==> config.mk <==
export PLATFORM = sky130hd
export DESIGN_NAME = alu_top
export DESIGN_NICKNAME = d
export VERILOG_FILES = /design/src/design/alu_pkg.sv /design/src/design/alu_issue_if.sv /design/src/design/alu_result_if.sv /design/src/design/alu_commit.sv /design/src/design/alu_dispatch.sv /design/src/design/alu_dpath.sv /design/src/design/alu_top.sv
export VERILOG_INCLUDE_DIRS = /design/src /design/src/design
export SDC_FILE = /design/constraint.sdc
export NUM_CORES = 1
export LEC_CHECK = 0
export BUFFER_PORTS_ARGS = -buffer_cell sky130_fd_sc_hd__buf_4
export CAP_MARGIN = 20
export CORE_UTILIZATION = 53
export CTS_CLUSTER_DIAMETER = 40
export CTS_CLUSTER_SIZE = 16
export DETAILED_ROUTE_END_ITERATION = 8
export GPL_TIMING_DRIVEN = 0
export PLACE_DENSITY = 0.84
export SYNTH_ARGS = -nofsm -noshare
export SYNTH_HDL_FRONTEND = slang
export SYNTH_SLANG_ARGS = --single-unit
==> constraint.sdc <==
create_clock -name clk -period 5.31 [get_ports clk]
set_input_delay 1.062 -clock clk [delete_from_list [all_inputs] [get_ports clk]]
set_output_delay 1.062 -clock clk [all_outputs]
set_load 0.005 [all_outputs]
==> src/design/alu_settings.svh <==
`ifndef ALU_SETTINGS_SVH
`define ALU_SETTINGS_SVH

////////////////////
// Datapath widths

`define ALU_XLEN           32
`define ALU_PC_SIZE        32
`define ALU_RFIDX_WIDTH    5

////////////////////
// Decode info word

`define ALU_DECINFO_WIDTH  20
`define ALU_GRP_WIDTH      3   // Low bits of the info word

// Group codes, every other code is illegal here
`define ALU_GRP_ALU        0
`define ALU_GRP_BJP        1

`endif

==> src/design/alu_pkg.sv <==
`include "alu_settings.svh"

package alu_pkg;

  // Decode groups known to this stage
  typedef enum logic [`ALU_GRP_WIDTH-1:0] {
    GRP_ALU = `ALU_GRP_ALU,
    GRP_BJP = `ALU_GRP_BJP
  } alu_grp_e;

  // Regular ALU view, first member is the top bit
  typedef struct packed {
    logic [`ALU_DECINFO_WIDTH-`ALU_GRP_WIDTH-17:0] pad;
    logic                       wfi;
    logic                       ebreak;
    logic                       ecall;
    logic                       op2imm;   // Operand 2 from immediate
    logic                       op_lui;
    logic                       op_sltu;
    logic                       op_slt;
    logic                       op_and;
    logic                       op_or;
    logic                       op_sra;
    logic                       op_srl;
    logic                       op_sll;
    logic                       op_xor;
    logic                       op_sub;
    logic                       op_add;
    logic                       rv32;
    logic [`ALU_GRP_WIDTH-1:0]  grp;
  } alu_info_t;

  // Branch and jump view of the same word
  typedef struct packed {
    logic [`ALU_DECINFO_WIDTH-`ALU_GRP_WIDTH-10:0] pad;
    logic                       bgeu;
    logic                       bltu;
    logic                       bge;
    logic                       blt;
    logic                       bne;
    logic                       beq;
    logic                       bprdt;    // Predicted taken
    logic                       jump;
    logic                       rv32;
    logic [`ALU_GRP_WIDTH-1:0]  grp;
  } bjp_info_t;

  typedef union packed {
    alu_info_t alu;
    bjp_info_t bjp;
  } dec_info_u;

  typedef struct packed {
    logic ilegl;
    logic buserr;
    logic misalgn;
  } alu_excp_t;

endpackage

==> src/design/alu_issue_if.sv <==
`timescale 1ns/100ps
`include "alu_settings.svh"

// Micro-op from the dispatch register into the datapath
interface alu_issue_if;

  logic                         valid;
  logic                         ready;
  alu_pkg::dec_info_u           info;
  logic [`ALU_XLEN-1:0]         op1;
  logic [`ALU_XLEN-1:0]         op2;
  logic [`ALU_XLEN-1:0]         rs2;    // Raw rs2 for branch compares
  logic [`ALU_PC_SIZE-1:0]      pc;
  logic [`ALU_RFIDX_WIDTH-1:0]  rdidx;
  logic                         rdwen;
  alu_pkg::alu_excp_t           excp;

  modport src (
    output valid, info, op1, op2, rs2, pc, rdidx, rdwen, excp,
    input  ready
  );

  modport snk (
    input  valid, info, op1, op2, rs2, pc, rdidx, rdwen, excp,
    output ready
  );

endinterface

==> src/design/alu_result_if.sv <==
`timescale 1ns/100ps
`include "alu_settings.svh"

// Registered result from the datapath into the commit split
interface alu_result_if;

  logic                         valid;
  logic                         ready;
  logic [`ALU_XLEN-1:0]         wdat;
  logic                         err;
  logic                         rdwen;
  logic [`ALU_RFIDX_WIDTH-1:0]  rdidx;
  logic [`ALU_PC_SIZE-1:0]      pc;
  alu_pkg::alu_excp_t           excp;
  logic                         bjp;
  logic                         prdt;
  logic                         rslv;
  logic                         ecall;
  logic                         ebreak;
  logic                         wfi;

  modport src (
    output valid, wdat, err, rdwen, rdidx, pc, excp, bjp, prdt, rslv, ecall, ebreak, wfi,
    input  ready
  );

  modport snk (
    input  valid, wdat, err, rdwen, rdidx, pc, excp, bjp, prdt, rslv, ecall, ebreak, wfi,
    output ready
  );

endinterface

==> src/design/alu_commit.sv <==
`timescale 1ns/100ps
`include "alu_settings.svh"

module alu_commit (
  alu_result_if.snk                     i_result,

  // Commit channel
  output logic                          o_cmt_valid,
  input  logic                          i_cmt_ready,
  output logic [`ALU_PC_SIZE-1:0]       o_cmt_pc,
  output logic                          o_cmt_bjp,
  output logic                          o_cmt_bjp_prdt,
  output logic                          o_cmt_bjp_rslv,
  output logic                          o_cmt_ecall,
  output logic                          o_cmt_ebreak,
  output logic                          o_cmt_wfi,
  output logic                          o_cmt_ifu_ilegl,
  output logic                          o_cmt_ifu_buserr,
  output logic                          o_cmt_ifu_misalgn,

  // Write-back channel
  output logic                          o_wbck_valid,
  input  logic                          i_wbck_ready,
  output logic [`ALU_XLEN-1:0]          o_wbck_wdat,
  output logic [`ALU_RFIDX_WIDTH-1:0]   o_wbck_rdidx
);

  logic need_wbck;
  logic res_vld;

  assign res_vld = i_result.valid;

  ////////////////////
  // Handshake split

  // Errored ops never write the register file
  assign need_wbck = i_result.rdwen & ~i_result.err;

  // Each side waits on the other, so both complete in one cycle
  assign o_cmt_valid    = res_vld & (need_wbck ? i_wbck_ready : 1'b1);
  assign o_wbck_valid   = need_wbck & res_vld & i_cmt_ready;
  assign i_result.ready = i_cmt_ready & (need_wbck ? i_wbck_ready : 1'b1);

  assign o_wbck_wdat  = i_result.wdat;
  assign o_wbck_rdidx = i_result.rdidx;

  ////////////////////
  // Commit flags

  assign o_cmt_pc          = i_result.pc;
  assign o_cmt_bjp         = res_vld & i_result.bjp;
  assign o_cmt_bjp_prdt    = res_vld & i_result.prdt;
  assign o_cmt_bjp_rslv    = res_vld & i_result.rslv;
  assign o_cmt_ecall       = res_vld & i_result.ecall;
  assign o_cmt_ebreak      = res_vld & i_result.ebreak;
  assign o_cmt_wfi         = res_vld & i_result.wfi;
  assign o_cmt_ifu_ilegl   = res_vld & i_result.excp.ilegl;   // Also unknown groups
  assign o_cmt_ifu_buserr  = res_vld & i_result.excp.buserr;
  assign o_cmt_ifu_misalgn = res_vld & i_result.excp.misalgn;

endmodule

==> src/design/alu_dispatch.sv <==
`timescale 1ns/100ps
`include "alu_settings.svh"

module alu_dispatch (
  input  logic                          clk,
  input  logic                          i_rst_n,

  input  logic                          i_valid,
  output logic                          o_ready,
  input  logic [`ALU_XLEN-1:0]          i_rs1,
  input  logic [`ALU_XLEN-1:0]          i_rs2,
  input  logic [`ALU_XLEN-1:0]          i_imm,
  input  alu_pkg::dec_info_u            i_info,
  input  logic [`ALU_PC_SIZE-1:0]       i_pc,
  input  logic [`ALU_RFIDX_WIDTH-1:0]   i_rdidx,
  input  logic                          i_rdwen,
  input  logic                          i_ilegl,
  input  logic                          i_buserr,
  input  logic                          i_misalgn,

  alu_issue_if.src                      o_issue
);

  logic                  ifu_excp;
  logic                  alu_op;
  logic                  bjp_op;
  logic                  grp_unknown;
  alu_pkg::alu_excp_t    excp_nxt;
  logic [`ALU_XLEN-1:0]  op2_nxt;
  logic                  in_fire;
  logic                  uop_valid;

  ////////////////////
  // Classify

  // Fetch exceptions win over any decode group
  assign ifu_excp    = i_ilegl | i_buserr | i_misalgn;
  assign alu_op      = ~ifu_excp & (i_info.alu.grp == alu_pkg::GRP_ALU);
  assign bjp_op      = ~ifu_excp & (i_info.bjp.grp == alu_pkg::GRP_BJP);
  assign grp_unknown = ~ifu_excp & ~alu_op & ~bjp_op;

  assign excp_nxt.ilegl   = i_ilegl | grp_unknown;  // Unsupported group is illegal
  assign excp_nxt.buserr  = i_buserr;
  assign excp_nxt.misalgn = i_misalgn;

  // Branches always compare two registers
  assign op2_nxt = (alu_op & i_info.alu.op2imm) ? i_imm : i_rs2;

  ////////////////////
  // Pipeline register

  assign o_ready = ~uop_valid | o_issue.ready;  // Empty, or draining this cycle
  assign in_fire = i_valid & o_ready;

  always_ff @(posedge clk) begin
    if (!i_rst_n) begin
      uop_valid <= 1'b0;
    end else if (o_ready) begin
      uop_valid <= i_valid;
    end
  end

  always_ff @(posedge clk) begin
    if (in_fire) begin
      o_issue.info  <= i_info;
      o_issue.op1   <= i_rs1;
      o_issue.op2   <= op2_nxt;
      o_issue.rs2   <= i_rs2;
      o_issue.pc    <= i_pc;
      o_issue.rdidx <= i_rdidx;
      o_issue.rdwen <= i_rdwen;
      o_issue.excp  <= excp_nxt;
    end
  end

  assign o_issue.valid = uop_valid;

endmodule

==> src/design/alu_dpath.sv <==
`timescale 1ns/100ps
`include "alu_settings.svh"

module alu_dpath (
  input  logic       clk,
  input  logic       i_rst_n,
  alu_issue_if.snk   i_issue,
  alu_result_if.src  o_result
);

  localparam int XW      = `ALU_XLEN;
  localparam int SHAMT_W = $clog2(`ALU_XLEN);

  alu_pkg::alu_info_t       alu_info;
  alu_pkg::bjp_info_t       bjp_info;
  logic                     is_excp;
  logic                     is_alu;
  logic                     is_bjp;
  logic [XW-1:0]            op1;
  logic [XW-1:0]            opb;
  logic                     cmp_unsigned;
  logic                     add_sub;
  logic [XW:0]              add_a;
  logic [XW:0]              add_b;
  logic [XW:0]              add_res;
  logic                     lt;
  logic                     eq;
  logic [SHAMT_W-1:0]       shamt;
  logic [XW-1:0]            xor_res;
  logic [XW-1:0]            srl_res;
  logic [XW-1:0]            sra_res;
  logic [XW-1:0]            alu_res;
  logic                     cmp_res;
  logic                     rslv;
  logic [`ALU_PC_SIZE-1:0]  link_pc;
  logic [XW-1:0]            wdat_nxt;
  logic                     in_fire;
  logic                     res_valid;

  ////////////////////
  // Decode

  assign alu_info = i_issue.info.alu;
  assign bjp_info = i_issue.info.bjp;
  assign is_excp  = |i_issue.excp;
  assign is_alu   = ~is_excp & (alu_info.grp == alu_pkg::GRP_ALU);
  assign is_bjp   = ~is_excp & (bjp_info.grp == alu_pkg::GRP_BJP);

  assign op1 = i_issue.op1;
  assign opb = is_bjp ? i_issue.rs2 : i_issue.op2;

  ////////////////////
  // Shared datapath

  // One 33-bit adder, subtracting for sub, slt/sltu and every branch compare
  assign cmp_unsigned = is_bjp ? (bjp_info.bltu | bjp_info.bgeu) : alu_info.op_sltu;
  assign add_sub = is_bjp | alu_info.op_sub | alu_info.op_slt | alu_info.op_sltu;
  assign add_a   = {~cmp_unsigned & op1[XW-1], op1};
  assign add_b   = {~cmp_unsigned & opb[XW-1], opb};
  assign add_res = add_a + (add_sub ? ~add_b : add_b) + {{XW{1'b0}}, add_sub};
  assign lt      = add_res[XW];  // Sign of the extended difference

  assign xor_res = op1 ^ opb;
  assign eq      = ~|xor_res;  // Equality reuses the xor gates

  assign shamt   = opb[SHAMT_W-1:0];
  assign srl_res = op1 >> shamt;
  assign sra_res = srl_res | ({XW{op1[XW-1]}} & ~({XW{1'b1}} >> shamt));  // Sign fill

  assign alu_res = ({XW{alu_info.op_add | alu_info.op_sub}}  & add_res[XW-1:0])
                 | ({XW{alu_info.op_slt | alu_info.op_sltu}} & {{(XW-1){1'b0}}, lt})
                 | ({XW{alu_info.op_xor}} & xor_res)
                 | ({XW{alu_info.op_sll}} & (op1 << shamt))
                 | ({XW{alu_info.op_srl}} & srl_res)
                 | ({XW{alu_info.op_sra}} & sra_res)
                 | ({XW{alu_info.op_or}}  & (op1 | opb))
                 | ({XW{alu_info.op_and}} & (op1 & opb))
                 | ({XW{alu_info.op_lui}} & opb);

  ////////////////////
  // Branch resolve

  assign cmp_res = (bjp_info.beq & eq) | (bjp_info.bne & ~eq)
                 | ((bjp_info.blt | bjp_info.bltu) & lt)
                 | ((bjp_info.bge | bjp_info.bgeu) & ~lt);
  assign rslv    = bjp_info.jump | cmp_res;

  // Link is pc+4, or pc+2 for a compressed jump
  assign link_pc = i_issue.pc + {{(`ALU_PC_SIZE-3){1'b0}}, bjp_info.rv32, ~bjp_info.rv32, 1'b0};

  always_comb begin
    if (is_excp) begin
      wdat_nxt = '0;
    end else if (is_bjp) begin
      wdat_nxt = XW'(link_pc);
    end else begin
      wdat_nxt = alu_res;
    end
  end

  ////////////////////
  // Result register

  assign i_issue.ready = ~res_valid | o_result.ready;
  assign in_fire       = i_issue.valid & i_issue.ready;

  always_ff @(posedge clk) begin
    if (!i_rst_n) begin
      res_valid <= 1'b0;
    end else if (i_issue.ready) begin
      res_valid <= i_issue.valid;
    end
  end

  always_ff @(posedge clk) begin
    if (in_fire) begin
      o_result.wdat   <= wdat_nxt;
      o_result.err    <= is_excp;
      o_result.rdwen  <= i_issue.rdwen;
      o_result.rdidx  <= i_issue.rdidx;
      o_result.pc     <= i_issue.pc;
      o_result.excp   <= i_issue.excp;
      o_result.bjp    <= is_bjp;
      o_result.prdt   <= is_bjp & bjp_info.bprdt;
      o_result.rslv   <= is_bjp & rslv;
      o_result.ecall  <= is_alu & alu_info.ecall;
      o_result.ebreak <= is_alu & alu_info.ebreak;
      o_result.wfi    <= is_alu & alu_info.wfi;
    end
  end

  assign o_result.valid = res_valid;

endmodule

==> src/design/alu_top.sv <==
`timescale 1ns/100ps
`include "alu_settings.svh"

module alu_top (
  input  logic                          clk,
  input  logic                          i_rst_n,

  // Decoded instruction in
  input  logic                          i_valid,
  output logic                          o_ready,
  input  logic [`ALU_XLEN-1:0]          i_rs1,
  input  logic [`ALU_XLEN-1:0]          i_rs2,
  input  logic [`ALU_XLEN-1:0]          i_imm,
  input  logic [`ALU_DECINFO_WIDTH-1:0] i_info,
  input  logic [`ALU_PC_SIZE-1:0]       i_pc,
  input  logic [`ALU_RFIDX_WIDTH-1:0]   i_rdidx,
  input  logic                          i_rdwen,
  input  logic                          i_ilegl,
  input  logic                          i_buserr,
  input  logic                          i_misalgn,

  // Commit out
  output logic                          o_cmt_valid,
  input  logic                          i_cmt_ready,
  output logic [`ALU_PC_SIZE-1:0]       o_cmt_pc,
  output logic                          o_cmt_bjp,
  output logic                          o_cmt_bjp_prdt,
  output logic                          o_cmt_bjp_rslv,
  output logic                          o_cmt_ecall,
  output logic                          o_cmt_ebreak,
  output logic                          o_cmt_wfi,
  output logic                          o_cmt_ifu_ilegl,
  output logic                          o_cmt_ifu_buserr,
  output logic                          o_cmt_ifu_misalgn,

  // Write-back out
  output logic                          o_wbck_valid,
  input  logic                          i_wbck_ready,
  output logic [`ALU_XLEN-1:0]          o_wbck_wdat,
  output logic [`ALU_RFIDX_WIDTH-1:0]   o_wbck_rdidx
);

  alu_issue_if  u_issue_if ();
  alu_result_if u_result_if ();

  ////////////////////
  // Stage 1 and 2

  alu_dispatch u_dispatch (
    .clk       (clk),
    .i_rst_n   (i_rst_n),
    .i_valid   (i_valid),
    .o_ready   (o_ready),
    .i_rs1     (i_rs1),
    .i_rs2     (i_rs2),
    .i_imm     (i_imm),
    .i_info    (alu_pkg::dec_info_u'(i_info)),
    .i_pc      (i_pc),
    .i_rdidx   (i_rdidx),
    .i_rdwen   (i_rdwen),
    .i_ilegl   (i_ilegl),
    .i_buserr  (i_buserr),
    .i_misalgn (i_misalgn),
    .o_issue   (u_issue_if)
  );

  alu_dpath u_dpath (
    .clk      (clk),
    .i_rst_n  (i_rst_n),
    .i_issue  (u_issue_if),
    .o_result (u_result_if)
  );

  ////////////////////
  // Stage 3, combinational

  alu_commit u_commit (
    .i_result          (u_result_if),
    .o_cmt_valid       (o_cmt_valid),
    .i_cmt_ready       (i_cmt_ready),
    .o_cmt_pc          (o_cmt_pc),
    .o_cmt_bjp         (o_cmt_bjp),
    .o_cmt_bjp_prdt    (o_cmt_bjp_prdt),
    .o_cmt_bjp_rslv    (o_cmt_bjp_rslv),
    .o_cmt_ecall       (o_cmt_ecall),
    .o_cmt_ebreak      (o_cmt_ebreak),
    .o_cmt_wfi         (o_cmt_wfi),
    .o_cmt_ifu_ilegl   (o_cmt_ifu_ilegl),
    .o_cmt_ifu_buserr  (o_cmt_ifu_buserr),
    .o_cmt_ifu_misalgn (o_cmt_ifu_misalgn),
    .o_wbck_valid      (o_wbck_valid),
    .i_wbck_ready      (i_wbck_ready),
    .o_wbck_wdat       (o_wbck_wdat),
    .o_wbck_rdidx      (o_wbck_rdidx)
  );

endmodule

After elaboration in Yosys (flattened, before gate mapping). Cells that the tools add are included.

Add/subtract/negate cells: 3. Divide/modulo/power cells: 0. Shift-type cells: 3. Bitwise logic cells: 85. $lt $le $gt $ge: 0. Reduce and logical (&&, ||, !) cells: 5. Eq/ne operators: 2. Mux-type cells: 6. $mul: 0.

Operators by type and width (count): AND 32 bit (10); OR 32 bit (10); two-way mux 32 bit (3); AND 1 bit (34); adder 33 x 1 -> 33 bit (1); adder 33 bit (1); two-way mux 33 bit (1); NOT 33 bit (1); adder 32 x 3 -> 32 bit (1); AND 32 x 1 -> 32 bit (1); NOT 32 bit (1); OR reduction 32 bit (1); << shifter 32 x 5 -> 32 bit (1); >> shifter 32 x 5 -> 32 bit (1); >> shifter 32 x 5 -> 32 bit, first input constant (1); bitwise XOR 32 bit (1); OR 1 bit (17); NOT 1 bit (10); equality test 3 x 1 -> 1 bit, second input constant (2); logical NOT 3 bit (2); OR reduction 3 bit (1); two-way mux 1 bit (2); logical NOT 1 bit (1).

Memories kept: 0. Word-level logic and storage cells: 130. Input bits: 162. Flip-flop bits (word level): 238. Bits in writable memories: 0. ROM bits: 0. Latch bits: 0.

Depth between registers and ports, before layout. Gate-level depths: netlist (run 1).

Word-level depth: 20. Gate-level depth with buffers: 21.

Modules after synthesis. A second synthesis (run 1) with hierarchy kept.

Cells, all modules: 1951. Area total of the unflattened synthesis: 19003.2 µm².

By module, submodules not included: alu_dpath (seq. area each 2422.3 µm², cells an instance 1666, area each 13068.8 µm², times used 1); alu_dispatch (seq. area each 4734.5 µm², cells an instance 202, area each 5313.8 µm², times used 1); alu_commit (seq. area each 0.0 µm², cells an instance 83, area each 620.6 µm², times used 1).

Worst setup path after synthesis (run 1). Ideal clock, no wire load.

Path type: input-to-reg. Start point: input port i_wbck_ready. End point: register u_dispatch.o_issue.excp[0] (netlist name). Arrival time: 4.973 ns. Path slack: -0.196 ns. Stages on the path: 4. Data required time: 4.777 ns. Cells stage by stage: or3b_2 -> a21boi_0 -> nand2_1 -> and2_1.

Word-level cells in the longest chain between the ends: 5.

RTL lines: start: declaration (line alu_top.sv:38) `input logic i_wbck_ready,`; two-way mux 1 bit (line alu_commit.sv:42) `assign i_result.ready = i_cmt_ready & (need_wbck ? i_wbck_ready : 1'b1);`; AND 1 bit (line alu_commit.sv:42); OR 1 bit (line alu_dpath.sv:104) `assign i_issue.ready = ~res_valid | o_result.ready;`; OR 1 bit (line alu_dispatch.sv:52) `assign o_ready = ~uop_valid | o_issue.ready;`; via o_ready (line alu_top.sv:10) `output logic o_ready,`; AND 1 bit (line alu_dispatch.sv:53) `assign in_fire = i_valid & o_ready;`; via u_dispatch.in_fire (line alu_dispatch.sv:30) `logic in_fire;`.

The timed path passes the listed nets, and every way through them passes these cells. A chain may end at the register's enable or synchronous reset.

Worst setup path after layout (run 1).
Start point: register u_dispatch.o_issue.info[1]. End point: register u_dpath.o_result.rslv (data pin).

Word-level cells in the longest chain between the ends: 14. Elaborated cells on any way between the ends: 27. Classes of those cells: add/sub: 2; eq/ne: 1; mux: 3; bitwise: 19; reduce/logical: 2.

RTL lines: start: declaration (line alu_issue_if.sv:19) `output valid, info, op1, op2, rs2, pc, rdidx, rdwen, excp,`; start signal: assignment (line alu_dispatch.sv:65) `o_issue.info <= i_info;`; equality test 3 x 1 -> 1 bit * (line alu_dpath.sv:47) `assign is_bjp = ~is_excp & (bjp_info.grp == alu_pkg::GRP_BJP);`; AND 1 bit * (line alu_dpath.sv:47); two-way mux 1 bit (line alu_dpath.sv:56) `assign cmp_unsigned = is_bjp ? (bjp_info.bltu | bjp_info.bgeu) : alu_info.op_sltu;`; NOT 1 bit (line alu_dpath.sv:58, alu_dpath.sv:59); AND 1 bit (line alu_dpath.sv:59) `assign add_b = {~cmp_unsigned & opb[XW-1], opb};`; NOT 33 bit (line alu_dpath.sv:60) `assign add_res = add_a + (add_sub ? ~add_b : add_b) + {{XW{1'b0}}, add_sub};`; two-way mux 33 bit (line alu_dpath.sv:60); adder 33 bit (line alu_dpath.sv:60); adder 33 x 1 -> 33 bit (line alu_dpath.sv:60); AND 1 bit or NOT 1 bit (tied branches) (line alu_dpath.sv:84, alu_dpath.sv:85); OR 1 bit or AND 1 bit (tied branches) (line alu_dpath.sv:84, alu_dpath.sv:85); OR 1 bit (line alu_dpath.sv:85) `| ((bjp_info.bge | bjp_info.bgeu) & ~lt);`; OR 1 bit (line alu_dpath.sv:86) `assign rslv = bjp_info.jump | cmp_res;`; AND 1 bit * (line alu_dpath.sv:125) `o_result.rslv <= is_bjp & rslv;`; end: declaration (line alu_result_if.sv:23) `output valid, wdat, err, rdwen, rdidx, pc, excp, bjp, prdt, rslv, ecall, ebreak, wfi,`.

Every way passes the cells marked *; elsewhere a longest branch is shown, timed or not.

==> out/metrics.csv, run 1 <==
metric,value,unit
register bit total from synthesis,237,
final hold violations,0,
Die Area,32400,um2
first-pass iteration count of the detailed router,7,
post-route ant nets,0,
worst hold start,u_dispatch.o_issue.rdidx[4],
Setup CP Type,register to register,
flop-to-flop setup slack,-0.09,ns
Hold Crit Depth,0,
share of layout cells above drive strength 1,25.9,%
CP arrival,5.72,ns
CP max-delay cell,a2111oi_4,
fin nets,2139,
"Max FO, Critical Path",10,
Clock Pin Slew Worst Setup and Hold Paths,0.07,ns
failing checks,setup timing,
Buf/Inv on CP,4,
worst r2r src,u_dispatch.o_issue.info[1],
wire per inst,34.0,um
min cycle time layout,5.40,ns
Worst Hold Class,register to register,
yosys warns,0,
max-cap viol count,0,
Iteration-0 DRC Markers,2259,
CP endpoint kind,register,
Initial Util,54.4,%
Via Count,16451,
share of the synthesized area in the top cell type,42.0,%
DRC Markers,0,
row cnt,64,
Synth area leaders,"edfxtp_1, ha_1, mux2i_1",
final setup margin,-0.0935,ns
H-tree levels,1,
critical register-to-register path endpoint,u_dpath.o_result.rslv,
cell taking the most area after synthesis,edfxtp_1,
asr flop ratio synth,0,%
PD cells,284,nW/um2
CP max stage delay,0.51,ns
outcome,"finished, violations left",
Die Y,180,um
startpoint types,register,
root buf cell,clkbuf_16,
GRT Util Overall,47.8,%
Final Instance Count excl. Fillers,2297,
CP required,5.62,ns
area post-placement,19200,um2
Placer Congestion,1.09,
fin area,20800,um2
"Primary FF master, synth",edfxtp_1,
Worst-Skew Late Latency,0.58,ns
family with the most delay on the worst path,compound AO/OA/AOI/OAI gates,
Setup Viol. Count Final,2,
Leak Pwr,8.30,nW
syn nets,1845,
cell count after synthesis,1582,
max frequency,185,MHz
first-pass GRT wire length,112000,um
fin crit share,102,%
Tightest Pin Transition,1.28,ns
Synth cell types,85,
GRT overflow,0,
clk sinks,237,
CTS buffer count,29,
fin. max-slew vios,0,
skew final,0.0202,ns
VDD IR max,0.301,mV
CP cell instances,"nor3b_4, nand2_4, inv_4, buf_4, buf_8, mux2i_1, xnor2_1, ha_1, a21oi_1, inv_1, a311oi_2, o2111ai_2, a2111oi_4, o31ai_4, a21oi_2, xnor2_1, mux2i_1, o31a_1",
Die X,180,um
Slew HR,14.9,%
"Area growth, synth to finish",23.7,%
Hold Path Sink,u_dpath.o_result.rdidx[4],
Post-DP HPWL,59400,um
final WL,78100,um
Core Area,30900,um2
syn avg cell area,10.6,um2
placed cell count,2225,
initial antenna violation count,9,
sequential area share after synthesis,42.2,%
clock buffer depth,3,
largest net degree at the start of global routing,79,
Mapped Area,16800,um2
Reg2Reg Depth,18,
vias per inst,7.16,
I/O Buffers,241,
"EDFF count, synth",235,
CTS tree,built,
vias in the first global route,15843,
io pins,243,
## per-stage QoR
stage               setup TNS [ns]  setup WS (ns)  total power, mW  hold slack (ns)  util [%]
floorplan                        0          0.349             3.12            0.400         -
detailed placement          -39.96          -2.13             3.79            0.408      62.2
finish                      -0.102        -0.0935             5.91            0.425      67.3
global route                -0.356         -0.155             6.05            0.429      67.3
global placement            -42.84          -2.24             3.77            0.402      61.9
CTS                         -0.119         -0.119             5.77            0.427      66.3
## cell usage after synthesis (all sizes together), types with 19 or more instances
| cell | count |
|---|---|
| nor2 | 64 |
| a21oi | 78 |
| a31oi | 23 |
| nor3 | 21 |
| nand3 | 39 |
| ha | 99 |
| o211ai | 19 |
| nand2 | 157 |
| a221oi | 45 |
| edfxtp | 235 |
| and2 | 25 |
| inv | 81 |
| buf | 40 |
| clkbuf | 54 |
| mux2i | 103 |
| o21ai | 111 |
| xnor2 | 68 |
| a211oi | 22 |
| mux4 | 31 |
| mux2 | 45 |
## cell families after synthesis
family / Yosys count / share of synthesized area [%]
compound gates: 425 / 17.2
simple gates: 378 / 10.8
flops: 237 / 42.2
mux: 179 / 13.3
buf+inv: 176 / 4.42
fa+ha+maj: 101 / 7.60
xor+xnor: 86 / 4.48
## sequential cells by signal, indices dropped and copies added (netlist names), 3 cells and up
name and cells:
u_dispatch.o_issue.op1 32, u_dispatch.o_issue.pc 32, u_dispatch.o_issue.rs2 32, u_dispatch.o_issue.rdidx 5, u_dpath.o_result.excp 3, u_dpath.o_result.wdat 32
u_dpath.o_result.rdidx 5, u_dispatch.o_issue.info 18, u_dispatch.o_issue.excp 3, u_dpath.o_result.pc 32, u_dispatch.o_issue.op2 32
## power by group
group / total, mW / switching [mW] / internal, mW
clock: 1.95 / 0.865 / 1.09
combinational: 1.67 / 1.05 / 0.611
sequential: 2.29 / 0.110 / 2.18
total: 5.91 / 2.03 / 3.88
## area by class of cell
type                    instances  area [um2]
diodes                          2        5.00
plain buffers                  84         460
clock buffers                  31         733
clock inverters                23         231
fillers                      2192       10100
inverters                      82         325
multi-input cells            1169        9280
flip-flops and latches        237        7100
well taps                     396         495
repair buffers                273        2160
## metal layers
layer	part of all wire (%)	GRT usage, %	vias to the layer above
met5	0.10	0	-
met4	7.3	28.2	12
met3	14	16.8	379
met2	43	72.4	1524
met1	35	59.2	7872
li1	-	-	6664
## cells in the final DEF (no fill, tap or decap), types with 15 or more instances in the layout
cell type | Yosys | layout
xor2_1 | 18 | 18
xnor2_1 | 68 | 64
a211oi_1 | 22 | 22
inv_1 | 76 | 75
a21oi_1 | 78 | 75
edfxtp_1 | 235 | 235
and3_1 | 15 | 15
mux4_2 | 31 | 31
nor3_1 | 20 | 19
and2_1 | 25 | 24
nor2_1 | 63 | 63
mux2_2 | 44 | 44
nand2_1 | 155 | 154
a221oi_1 | 44 | 44
o211ai_1 | 19 | 19
clkbuf_16 | 0 | 30
mux2i_1 | 103 | 93
nand3_1 | 38 | 38
ha_1 | 99 | 93
buf_4 | 5 | 269
buf_2 | 21 | 22
a31oi_1 | 23 | 23
a21o_1 | 16 | 16
o21ai_0 | 104 | 103
clkbuf_1 | 54 | 42
## worst max path at each step
stage	endpoint	depth (start not counted)	startpoint	slack (ns)
6_report	u_dpath.o_result.rslv	18	u_dispatch.o_issue.info[1]	-0.09
5_1_grt	u_dpath.o_result.rslv	18	u_dispatch.o_issue.info[1]	-0.16
4_1_cts	u_dpath.o_result.rslv	18	u_dispatch.o_issue.excp[1]	-0.12
3_5_place_dp	u_dpath.o_result.rslv	20	u_dispatch.o_issue.excp[1]	-2.13
3_3_place_gp	u_dpath.o_result.rslv	20	u_dispatch.o_issue.excp[2]	-2.24
2_1_floorplan	u_dpath.o_result.rslv	20	u_dispatch.o_issue.excp[2]	0.35
## what timing repair did
action                     4_1_cts  5_1_grt
setup endpoints to repair       31       14
pin swaps                        7       14
gates cloned                     0        1
buffers inserted                13       12
resized for setup               47       47
hold buffers                     0        0
No activity file was read; power rests on OpenSTA's default activity.
==> run 2: changes to the inputs <==
ABC_AREA = 0   (was default)
SETUP_SLACK_MARGIN = 0.02   (was default)
==> out/metrics.csv, run 2 (synthesized netlist as in run 1, its figures left out) <==
metric,value,unit
share of layout cells above drive strength 1,25.5,%
final hold violations,0,
max-cap viol count,0,
I/O Buffers,241,
Die Area,32400,um2
Tightest Pin Transition,1.22,ns
GRT Util Overall,47.9,%
clk sinks,237,
Comb power frac,28.0,%
flop-to-flop setup slack,-0.02,ns
Setup CP Type,register to register,
"commonest non-fill, non-tap cells in the layout","buf_4, edfxtp_1, nand2_1",
crit path launch,u_dispatch.o_issue.info[5],
largest net degree at the start of global routing,79,
fin crit share,100,%
worst hold start,u_dispatch.o_issue.rdidx[4],
final setup margin,-0.0173,ns
Post-DP HPWL,59400,um
min cycle time layout,5.33,ns
GRT overflow,0,
"most common cell after layout, fill and taps aside",buf_4,
first-pass iteration count of the detailed router,6,
CTS buffer count,29,
outcome,"finished, violations left",
Iteration-0 DRC Markers,2376,
max frequency,188,MHz
CP required,5.63,ns
io pins,243,
critical register-to-register path endpoint,u_dpath.o_result.rslv,
VDD IR max,0.299,mV
Reg2Reg Depth,15,
Initial Util,54.4,%
"Max FO, Critical Path",10,
first-pass GRT wire length,112000,um
Clock Power Share,33.2,%
CP arrival,5.65,ns
CTS tree,built,
final WL,78600,um
CP endpoint kind,register,
fin nets,2136,
Die Y,180,um
wire per inst,34.3,um
clock buffer depth,3,
initial antenna violation count,3,
Hold Crit Depth,0,
startpoint types,register,
Worst-Skew Late Latency,0.58,ns
Via Count,16370,
Placer Congestion,1.09,
CTS hold repair buffers,0,
Final Instance Count excl. Fillers,2295,
Worst Hold Class,register to register,
vias per inst,7.13,
Setup crit end,u_dpath.o_result.rslv,
placed cell count,2225,
RSZ-0062 raised after global routing,true,
skew final,0.0146,ns
Core Area,30900,um2
vias in the first global route,15900,
DRC Markers,0,
Die X,180,um
Pint,3.87,mW
Clock Pin Slew Worst Setup and Hold Paths,0.06,ns
Slew HR,18.5,%
row cnt,64,
"Area growth, synth to finish",23.1,%
worst r2r src,u_dispatch.o_issue.info[5],
Leak Pwr,8.28,nW
root buf cell,clkbuf_16,
failing checks,setup timing,
fillers,2216,
Sw Pwr,2.03,mW
fin. max-slew vios,0,
Sw Share,34.4,%
Setup Viol. Count Final,1,
H-tree levels,1,
post-route ant nets,0,
Seq pwr share,38.8,%
final core occ,67.0,%
PD cells,285,nW/um2
run 2: routing by layer:
metal / up-vias / wire, um / global-route usage [%]
met5: - / 13 / 0.148
met4: 2 / 5360 / 27.5
met3: 320 / 11000 / 16.8
met2: 1503 / 34200 / 73.0
met1: 7877 / 28000 / 59.3
li1: 6668 / - / -
run 2: worst min-delay path by stage:
stage | to | slack, ns
2_1_floorplan | u_dpath.o_result.rdidx[0] | 0.40
3_3_place_gp | u_dpath.o_result.rdidx[4] | 0.40
3_5_place_dp | u_dpath.o_result.rdidx[1] | 0.41
4_1_cts | u_dpath.o_result.rdidx[4] | 0.43
5_1_grt | u_dpath.o_result.rdidx[4] | 0.43
6_report | u_dpath.o_result.rdidx[4] | 0.43
run 2: layout make-up:
type / instances / area [um2] / share of cell area [%]
clock inverters: 23 / 231 / 1.12
plain buffers: 86 / 480 / 2.32
flip-flops and latches: 237 / 7100 / 34.3
clock buffers: 31 / 733 / 3.54
repair buffers: 268 / 2110 / 10.2
inverters: 82 / 325 / 1.57
diodes: 3 / 7.51 / 0.0363
well taps: 396 / 495 / 2.39
multi-input cells: 1169 / 9210 / 44.5
run 2: stage by stage:
stage / power, mW / setup TNS (ns) / hold WS (ns) / area, um2 / setup WS, ns
CTS: 5.77 / -0.00653 / 0.427 / 20600 / -0.00653
global placement: 3.77 / -42.84 / 0.402 / 19100 / -2.24
global route: 6.03 / -0.0622 / 0.429 / 20700 / -0.0322
detailed placement: 3.79 / -39.96 / 0.408 / 19200 / -2.13
floorplan: 3.12 / 0 / 0.400 / 16800 / 0.349
finish: 5.90 / -0.0173 / 0.428 / 20700 / -0.0173
run 2: timing repair:
action	in CTS	in global routing
resized for setup	57	26
pin swaps	10	11
endpoints found under the setup margin	31	13
cloned	0	1
buffers inserted	16	4
run 2: power groups by stage:
stage	sequential [mW]	clock [mW]	combinational, mW
3_5_place_dp	2.31	0	1.47
3_3_place_gp	2.32	0	1.45
6_report	2.29	1.96	1.65
5_1_grt	2.29	2.04	1.69
4_1_cts	2.28	1.97	1.53
2_1_floorplan	2.28	0	0.839
run 2: critical path: stages (launching register included):
cell	delay [ns]
edfxtp_1	0.46
nor3_1	0.75
o21ai_4	0.25
clkbuf_4	0.33
xnor2_2	0.34
ha_2	0.41
and3_1	0.23
a221o_1	0.40
a311oi_2	0.31
o2111ai_2	0.23
a2111oi_4	0.45
o31ai_4	0.17
a21oi_2	0.18
xnor2_1	0.17
mux2i_1	0.12
o31a_1	0.26
